### config.mk
export PLATFORM = sky130hd
export DESIGN_NAME = z_tile_engine
export DESIGN_NICKNAME = d
export VERILOG_FILES = /design/src/source/zbuf_pkg.sv /design/src/source/z_tile_engine.sv /design/src/source/z_tile_ctrl.sv /design/src/source/z_buffer.sv /design/src/source/scale_lane_array.sv
export SDC_FILE = /design/constraint.sdc
export NUM_CORES = 2
export LEC_CHECK = 0
export ABC_AREA = 1
export BUFFER_PORTS_ARGS = -buffer_cell sky130_fd_sc_hd__buf_2
export CORE_MARGIN = 1
export CORE_UTILIZATION = 55
export DETAILED_ROUTE_END_ITERATION = 12
export GPL_TIMING_DRIVEN = 0
export PLACE_DENSITY = 0.73
export REMOVE_ABC_BUFFERS = 1
export SETUP_SLACK_MARGIN = 0.15
export SLEW_MARGIN = 20
export SYNTH_ARGS = -nofsm -noshare
export SYNTH_HDL_FRONTEND = slang
export SYNTH_SLANG_ARGS = --single-unit
### constraint.sdc
create_clock -name clk_i -period 7.75 [get_ports clk_i]
set_input_delay 0.3875 -clock clk_i [delete_from_list [all_inputs] [get_ports clk_i]]
set_output_delay 0.3875 -clock clk_i [all_outputs]
set_load 0.02 [all_outputs]
### src/source/zbuf_pkg.sv
// ########################################
// Z tile engine package
// Element, row and tile sizes, lane depth
// and the element and row types
// ########################################

package zbuf_pkg;

  // Element and tile geometry
  localparam int unsigned ELEM_W    = 16;
  localparam int unsigned TILE_D    = 4;               // Elements per row
  localparam int unsigned TILE_W    = 4;               // Rows per tile, one lane each
  localparam int unsigned ROW_W     = TILE_D * ELEM_W; // Bus width
  localparam int unsigned ROW_BYTES = ROW_W / 8;       // Address step between rows

  // Bus
  localparam int unsigned ADDR_W = 32;

  // Lane pipeline depth in shift steps
  localparam int unsigned LANE_LAT = 2;

  // Shifts needed so every result lands on its source slot
  localparam int unsigned SHIFT_N     = TILE_D + LANE_LAT;
  localparam int unsigned SHIFT_CNT_W = $clog2(SHIFT_N);

  // Counter and extent widths
  localparam int unsigned ROW_IDX_W = $clog2(TILE_W);
  localparam int unsigned ROWS_W    = $clog2(TILE_W + 1); // Holds the full row count
  localparam int unsigned COLS_W    = $clog2(TILE_D + 1); // Holds the full column count

  typedef logic [ELEM_W-1:0] elem_t;

  // Element d sits at bits d*ELEM_W upward
  typedef elem_t [TILE_D-1:0] row_t;

endpackage : zbuf_pkg
### src/source/z_tile_engine.sv
// ########################################
// Z tile engine
// Top level joining the controller, the
// Z buffer and the scaling lanes
// ########################################

`timescale 1ns/1ps

module z_tile_engine import zbuf_pkg::*; (
  input  logic              clk_i,
  input  logic              rst_i,
  input  logic              start_i,
  input  logic [ADDR_W-1:0] y_addr_i,
  input  logic [ADDR_W-1:0] z_addr_i,
  input  logic [ROWS_W-1:0] rows_i,
  input  logic [COLS_W-1:0] cols_i,
  input  elem_t             alpha_i,
  input  elem_t             beta_i,
  output logic              busy_o,
  output logic              done_o,
  output logic              wb_cyc_o,
  output logic              wb_stb_o,
  output logic              wb_we_o,
  output logic [ADDR_W-1:0] wb_adr_o,
  output row_t              wb_dat_o,
  input  row_t              wb_dat_i,
  input  logic              wb_ack_i
);

  logic               clear;
  logic               load;
  logic               shift;
  logic               store;
  logic               loaded;
  logic               shifted;
  logic               empty;
  elem_t [TILE_W-1:0] y_col;  // Buffer to lanes
  elem_t [TILE_W-1:0] z_col;  // Lanes back to buffer

  z_tile_ctrl u_ctrl (
    .clk_i     (clk_i),
    .rst_i     (rst_i),
    .start_i   (start_i),
    .y_addr_i  (y_addr_i),
    .z_addr_i  (z_addr_i),
    .wb_ack_i  (wb_ack_i),
    .loaded_i  (loaded),
    .shifted_i (shifted),
    .empty_i   (empty),
    .busy_o    (busy_o),
    .done_o    (done_o),
    .wb_cyc_o  (wb_cyc_o),
    .wb_stb_o  (wb_stb_o),
    .wb_we_o   (wb_we_o),
    .wb_adr_o  (wb_adr_o),
    .clear_o   (clear),
    .load_o    (load),
    .shift_o   (shift),
    .store_o   (store)
  );

  z_buffer u_zbuf (
    .clk_i     (clk_i),
    .rst_i     (rst_i),
    .clear_i   (clear),
    .load_i    (load),
    .shift_i   (shift),
    .store_i   (store),
    .rows_i    (rows_i),
    .cols_i    (cols_i),
    .y_row_i   (wb_dat_i),
    .z_col_i   (z_col),
    .y_col_o   (y_col),
    .z_row_o   (wb_dat_o),  // Head row goes straight to the bus
    .loaded_o  (loaded),
    .shifted_o (shifted),
    .empty_o   (empty)
  );

  scale_lane_array u_lanes (
    .clk_i   (clk_i),
    .rst_i   (rst_i),
    .en_i    (shift),
    .y_col_i (y_col),
    .alpha_i (alpha_i),
    .beta_i  (beta_i),
    .z_col_o (z_col)
  );

endmodule : z_tile_engine

### src/source/z_tile_ctrl.sv
// ########################################
// Z tile controller
// Job FSM and Wishbone classic master for
// the read, shift and write phases
// ########################################

`timescale 1ns/1ps

module z_tile_ctrl import zbuf_pkg::*; (
  input  logic              clk_i,
  input  logic              rst_i,
  input  logic              start_i,
  input  logic [ADDR_W-1:0] y_addr_i,
  input  logic [ADDR_W-1:0] z_addr_i,
  input  logic              wb_ack_i,
  input  logic              loaded_i,
  input  logic              shifted_i,
  input  logic              empty_i,
  output logic              busy_o,
  output logic              done_o,
  output logic              wb_cyc_o,
  output logic              wb_stb_o,
  output logic              wb_we_o,
  output logic [ADDR_W-1:0] wb_adr_o,
  output logic              clear_o,
  output logic              load_o,
  output logic              shift_o,
  output logic              store_o
);

  typedef enum logic [2:0] {
    ST_IDLE,
    ST_CLEAR,
    ST_READ,
    ST_SHIFT,
    ST_WRITE,
    ST_FINISH
  } state_e;

  state_e            state_q;
  state_e            state_d;
  logic [ADDR_W-1:0] adr_q;
  logic              accept;  // A new job is taken

  // Start is only seen while not busy
  assign accept = (state_q == ST_IDLE || state_q == ST_FINISH) && start_i;

  // Next state, phase ends come from the buffer flags
  always_comb begin
    state_d = state_q;
    case (state_q)
      ST_IDLE:   if (accept) state_d = ST_CLEAR;
      ST_CLEAR:  state_d = ST_READ;
      ST_READ:   if (loaded_i) state_d = ST_SHIFT;
      ST_SHIFT:  if (shifted_i) state_d = ST_WRITE;
      ST_WRITE:  if (empty_i) state_d = ST_FINISH;
      ST_FINISH: state_d = accept ? ST_CLEAR : ST_IDLE;
      default:   state_d = ST_IDLE;
    endcase
  end

  always_ff @(posedge clk_i) begin
    if (rst_i) begin
      state_q <= ST_IDLE;
    end else begin
      state_q <= state_d;
    end
  end

  // Bus address steps by one row on every ack
  always_ff @(posedge clk_i) begin
    if (rst_i) begin
      adr_q <= '0;
    end else if (accept) begin
      adr_q <= y_addr_i;
    end else if (state_q == ST_SHIFT && shifted_i) begin
      adr_q <= z_addr_i;  // Write phase starts at the Z base
    end else if ((state_q == ST_READ || state_q == ST_WRITE) && wb_ack_i) begin
      adr_q <= adr_q + ADDR_W'(ROW_BYTES);
    end
  end

  // Bus signals held until ack
  assign wb_cyc_o = (state_q == ST_READ) || (state_q == ST_WRITE);
  assign wb_stb_o = wb_cyc_o;
  assign wb_we_o  = (state_q == ST_WRITE);
  assign wb_adr_o = adr_q;

  // Buffer strobes
  assign clear_o = (state_q == ST_CLEAR);
  assign load_o  = (state_q == ST_READ) && wb_ack_i;   // Read data valid
  assign shift_o = (state_q == ST_SHIFT);
  assign store_o = (state_q == ST_WRITE) && wb_ack_i;  // Row accepted

  // Status
  assign busy_o = (state_q != ST_IDLE) && (state_q != ST_FINISH);
  assign done_o = (state_q == ST_FINISH);

endmodule : z_tile_ctrl

### src/source/z_buffer.sv
// ########################################
// Z buffer
// Holds the tile, loads Y rows, shifts
// columns through the lanes and presents
// result rows for storing
// ########################################

`timescale 1ns/1ps

module z_buffer import zbuf_pkg::*; (
  input  logic                     clk_i,
  input  logic                     rst_i,
  input  logic                     clear_i,
  input  logic                     load_i,
  input  logic                     shift_i,
  input  logic                     store_i,
  input  logic [ROWS_W-1:0]        rows_i,
  input  logic [COLS_W-1:0]        cols_i,
  input  row_t                     y_row_i,
  input  elem_t [TILE_W-1:0]       z_col_i,
  output elem_t [TILE_W-1:0]       y_col_o,
  output row_t                     z_row_o,
  output logic                     loaded_o,
  output logic                     shifted_o,
  output logic                     empty_o
);

  // Column-major storage, element d of a row sits in column TILE_D-1-d
  elem_t [TILE_D-1:0][TILE_W-1:0] zbuf_q;

  logic [ROW_IDX_W-1:0]   ld_cnt_q;  // Next row to load
  logic [SHIFT_CNT_W-1:0] sh_cnt_q;  // Shifts done in this phase
  logic [ROW_IDX_W-1:0]   st_cnt_q;  // Rows stored so far

  logic [ROWS_W-1:0] eff_rows;
  logic [COLS_W-1:0] eff_cols;
  logic              ld_last;
  logic              sh_last;
  logic              st_last;

  // A zero count means the full tile
  assign eff_rows = (rows_i == '0) ? ROWS_W'(TILE_W) : rows_i;
  assign eff_cols = (cols_i == '0) ? COLS_W'(TILE_D) : cols_i;

  assign ld_last = (ld_cnt_q == ROW_IDX_W'(TILE_W - 1));
  assign sh_last = (sh_cnt_q == SHIFT_CNT_W'(SHIFT_N - 1));
  assign st_last = (st_cnt_q == ROW_IDX_W'(TILE_W - 1));

  // Flags fire together with the strobe that completes the phase
  assign loaded_o  = load_i  && ld_last;
  assign shifted_o = shift_i && sh_last;
  assign empty_o   = store_i && st_last;

  // Phase counters
  always_ff @(posedge clk_i) begin
    if (rst_i || clear_i) begin
      ld_cnt_q <= '0;
      sh_cnt_q <= '0;
      st_cnt_q <= '0;
    end else begin
      if (load_i) begin
        ld_cnt_q <= ld_last ? '0 : ld_cnt_q + 1'b1;
      end
      if (shift_i) begin
        sh_cnt_q <= sh_last ? '0 : sh_cnt_q + 1'b1;
      end
      if (store_i) begin
        st_cnt_q <= st_last ? '0 : st_cnt_q + 1'b1;
      end
    end
  end

  // Tile storage
  always_ff @(posedge clk_i) begin
    if (rst_i || clear_i) begin
      zbuf_q <= '0;
    end else if (load_i) begin
      for (int d = 0; d < TILE_D; d++) begin
        // Outside the valid extent the element is padded with zero
        if (COLS_W'(d) < eff_cols && ROWS_W'(ld_cnt_q) < eff_rows) begin
          zbuf_q[TILE_D-1-d][ld_cnt_q] <= y_row_i[d];
        end else begin
          zbuf_q[TILE_D-1-d][ld_cnt_q] <= '0;
        end
      end
    end else if (shift_i) begin
      zbuf_q[0] <= z_col_i;  // Results come back in at column 0
      for (int d = 1; d < TILE_D; d++) begin
        zbuf_q[d] <= zbuf_q[d-1];
      end
    end else if (store_i) begin
      // Rows move up so row 0 is always the next to write
      for (int d = 0; d < TILE_D; d++) begin
        for (int w = 0; w < TILE_W - 1; w++) begin
          zbuf_q[d][w] <= zbuf_q[d][w+1];
        end
        zbuf_q[d][TILE_W-1] <= '0;
      end
    end
  end

  // Last column feeds the lanes
  assign y_col_o = zbuf_q[TILE_D-1];

  // Row 0, reassembled in element order
  always_comb begin
    for (int d = 0; d < TILE_D; d++) begin
      z_row_o[d] = zbuf_q[TILE_D-1-d][0];
    end
  end

endmodule : z_buffer

### src/source/scale_lane_array.sv
// ########################################
// Scale lane array
// TILE_W lanes computing alpha*y + beta in
// two stages, all stalling together
// ########################################

`timescale 1ns/1ps

module scale_lane_array import zbuf_pkg::*; (
  input  logic               clk_i,
  input  logic               rst_i,
  input  logic               en_i,
  input  elem_t [TILE_W-1:0] y_col_i,
  input  elem_t              alpha_i,
  input  elem_t              beta_i,
  output elem_t [TILE_W-1:0] z_col_o
);

  elem_t [TILE_W-1:0] mul_q;  // Product stage
  elem_t [TILE_W-1:0] sum_q;  // Add stage
  elem_t [TILE_W-1:0] mul_d;
  elem_t [TILE_W-1:0] sum_d;

  // Arithmetic wraps modulo 2^ELEM_W
  always_comb begin
    for (int w = 0; w < TILE_W; w++) begin
      mul_d[w] = alpha_i * y_col_i[w];
      sum_d[w] = mul_q[w] + beta_i;
    end
  end

  always_ff @(posedge clk_i) begin
    if (rst_i) begin
      mul_q <= '0;
      sum_q <= '0;
    end else if (en_i) begin  // Both stages advance only on a shift
      mul_q <= mul_d;
      sum_q <= sum_d;
    end
  end

  assign z_col_o = sum_q;

endmodule : scale_lane_array

==> results.sh <==
export IMPL_outcome="completed"
export IMPL_layout_drive_gt1_share_pct=7.235
export IMPL_syn_cell_area_mm2=0.04330
export IMPL_nNetsFinal=7062
export IMPL_clk_path_buf_depth=3
export IMPL_drv_slew=0
export IMPL_wl_per_cell_um=20.18
export IMPL_start_kind="register"
export IMPL_holdWs_ns=0.01399
export IMPL_worstHoldPathType="in -> reg"
export IMPL_finalCritPeriodShare_pct=80.18
export IMPL_period_needed_ns=6.214
export IMPL_fillers=7304
export IMPL_cts_tree="yes"
export IMPL_placed_area_mm2=0.04452
export IMPL_fmax_ghz=0.1609
export IMPL_die_w_um=282.6
export IMPL_ys_ff_latch=426
export IMPL_cts_num_sinks=426
export IMPL_finalInstanceArea_mm2=0.04626
export IMPL_gp_congestion=0.9403
export IMPL_avgSynthCellArea_um2=6.763
export IMPL_postCtsSetupBuffers=0
export IMPL_cts_clk_slew_worst_paths_ns=0.06
export IMPL_synthDistinctLibCells=53
export IMPL_fp_coreArea_mm2=0.07772
export IMPL_power_mw=10.30
export IMPL_rsz0062_at_grt="false"
export IMPL_grt_pass1_vias=39620
export IMPL_tightest_slew_ns=1.176
export IMPL_crit_path_max_fanout=17
export IMPL_dieArea_mm2=0.07985
export IMPL_multi_input_area_mm2=0.02787
export IMPL_drc=0
export IMPL_synth_flop_cell="dfxtp_1"
export IMPL_grt_max_degree=126
export IMPL_cp_data_arrival_time_ns=6.70
export IMPL_overflow=0
export IMPL_wl_mm=149.2
export IMPL_synthArstFlopShare_pct=0
export IMPL_cts_root_buffer="clkbuf_16"
export IMPL_setup_tns_ns=0
export IMPL_crit_required_ns=8.24
export IMPL_grt_usage_pct=36.97
export IMPL_hold_start="z_addr_i[0]"
export IMPL_grt_first_pass_wirelength_mm=228.4
export IMPL_insertion_delay_ns=0.64
export IMPL_num_io_pins=271
export IMPL_setup_worst_path_start="u_zbuf.y_col_o[49]$_SDFFE_PP0P_"
export IMPL_drt_vias_per_instance=5.785
export IMPL_synthCells=6402
export IMPL_p_per_area_mw_per_mm2=222.6
export IMPL_rows=102
export IMPL_p_leak_nw=23.46
export IMPL_fin_util_pct=59.53
export IMPL_areaGrowthSynthToFinish_pct=6.855
export IMPL_setup_viol_count_final=0
export IMPL_vdd_drop_max_uv=221.6
export IMPL_initial_core_util_pct=55.71
export IMPL_cts_made_buffers=50
export IMPL_h_tree_depth=2
export IMPL_fin_skew_ns=0.04577
export IMPL_vias=42770
export IMPL_synth_edf_count=0
export IMPL_drt_iter0_markers=5163
export IMPL_hold_viol_final=0
export IMPL_dp_hpwl_mm=108.3
export IMPL_maxCapViolCount=0
export IMPL_antenna_found_initial=9
export IMPL_yosysWarningCount=0
export IMPL_register_area_mm2=0.008531
export IMPL_r2r_start="u_zbuf.y_col_o[49]$_SDFFE_PP0P_"
export IMPL_critPathCaptureType="register"
export IMPL_portBuffers=270
export IMPL_slew_headroom_pct=21.62
export IMPL_ys_seq_area_share_pct=19.70
export IMPL_path_class="reg -> reg"
export IMPL_ant_nets=0
export IMPL_drt_first_pass_iters=6
export IMPL_die_y_um=282.6
-- area by class of cell --
class	instances	share of cell area, %
multi-input cells	4267	60.25
flip-flops and latches	426	18.44
inverters	1260	10.28
repair buffers	300	4.492
clock buffers	73	3.088
well taps	1040	2.813
clock inverters	18	0.5923
diodes	9	0.04868
-- cells in the final DEF (no fill, tap or decap), types with 6 or more instances in the layout --
cell,n
o311ai_0,7
o21a_1,7
nand2_2,19
fa_1,324
dfxtp_1,424
nand4_1,34
buf_2,262
o21ai_0,354
inv_2,11
or2_2,11
o22ai_1,112
a21o_1,13
a31oi_1,196
clkbuf_16,51
ha_1,262
buf_4,7
nor2_1,317
diode_2,9
a211oi_1,23
o21ai_1,43
nand2_4,6
inv_1,1240
a21oi_1,239
nor2_4,6
buf_16,15
o211ai_1,224
clkinv_2,9
xnor2_1,49
nand3b_1,17
clkbuf_1,15
nand2_1,1604
clkbuf_8,7
a221oi_1,20
nor2_2,6
nor3_1,20
o21bai_1,11
nand3_1,211
xor2_1,71
buf_12,14
o311ai_1,24
-- registers in the layout, indices dropped and copies added (netlist names) --
signal,flops
u_ctrl.wb_adr_o,32
u_zbuf.sh_cnt_q,3
u_zbuf.st_cnt_q,2
u_lanes.z_col_o,64
u_zbuf.zbuf_q,144
u_lanes.mul_q,64
u_zbuf.z_row_o,48
u_zbuf.y_col_o,64
u_ctrl.state_q,3
u_zbuf.ld_cnt_q,2
-- synthesized netlist by cell type (all sizes together), types with 112 or more instances --
| library cell | number | area [µm²] |
|---|---|---|
| a21oi | 239 | 1196 |
| a31oi | 196 | 1226 |
| buf | 234 | 1330 |
| clkbuf | 215 | 889.6 |
| dfxtp | 426 | 8528 |
| fa | 324 | 6486 |
| ha | 263 | 3291 |
| inv | 1257 | 4721 |
| nand2 | 1630 | 6198 |
| nand3 | 211 | 1056 |
| nor2 | 329 | 1285 |
| o211ai | 224 | 1682 |
| o21ai | 404 | 2056 |
| o22ai | 112 | 700.7 |
-- worst max-delay path, stage by stage, from the launching register on --
cell and delay (ns):
dfxtp_1 0.88, nand2_1 0.18, fa_1 0.56, fa_1 0.56, inv_1 0.06, fa_1 0.49
fa_1 0.53, fa_1 0.50, inv_1 0.06, fa_1 0.56, inv_1 0.07, ha_1 0.33
inv_1 0.12, o21bai_1 0.11, nand3_1 0.08, o211ai_1 0.08, a21oi_1 0.43, a21oi_1 0.08
nor2_1 0.33, nor2_1 0.07
-- where the power goes --
part,internal (mW),switching (mW)
Clock,1.45,1.06
Combinational,1.39,3.08
Sequential,2.73,0.586
-- stage by stage --
step / instances / setup slack (ns)
global placement: 7263 / -41.97
global route: 7388 / 1.329
CTS: 7384 / 1.664
finish: 7393 / 1.536
floorplan: 5953 / -19.95
detailed placement: 7292 / 1.461
-- per-layer routing --
metal	global-route usage [%]	vias to the layer above	share of wire, %
met5	0	-	0.023
met4	21.80	6	6.5
met3	6.971	396	11
met2	56.11	2207	43
met1	48.92	20070	40
li1	-	20090	-
-- path summary, 6_finish.rpt --
path                                     end  slack [ns]  cells past startpoint
max           u_lanes.mul_q[63]$_SDFFE_PP0P_        1.54                     19
min          u_ctrl.wb_adr_o[0]$_SDFFE_PP0P_        0.01                      3
max reg2reg   u_lanes.mul_q[63]$_SDFFE_PP0P_        1.54                     19
min reg2reg    u_lanes.mul_q[0]$_SDFFE_PP0P_        0.48                      2
-- cell families after synthesis --
| kind of cell | count (synthesis) | share of synthesized area (%) |
|---|---|---|
| xor+xnor | 120 | 2.427 |
| fa+ha+maj | 587 | 22.58 |
| flops | 426 | 19.70 |
| simple gates | 2258 | 20.99 |
| buf+inv | 1709 | 16.06 |
| compound gates | 1302 | 18.25 |
-- repair_timing --
item                                   in CTS  in global routing
endpoints found under the hold margin       1                  0
gates resized for setup                     0                  0
hold buffers                                1                  0
(Power assumes the default switching activity.)
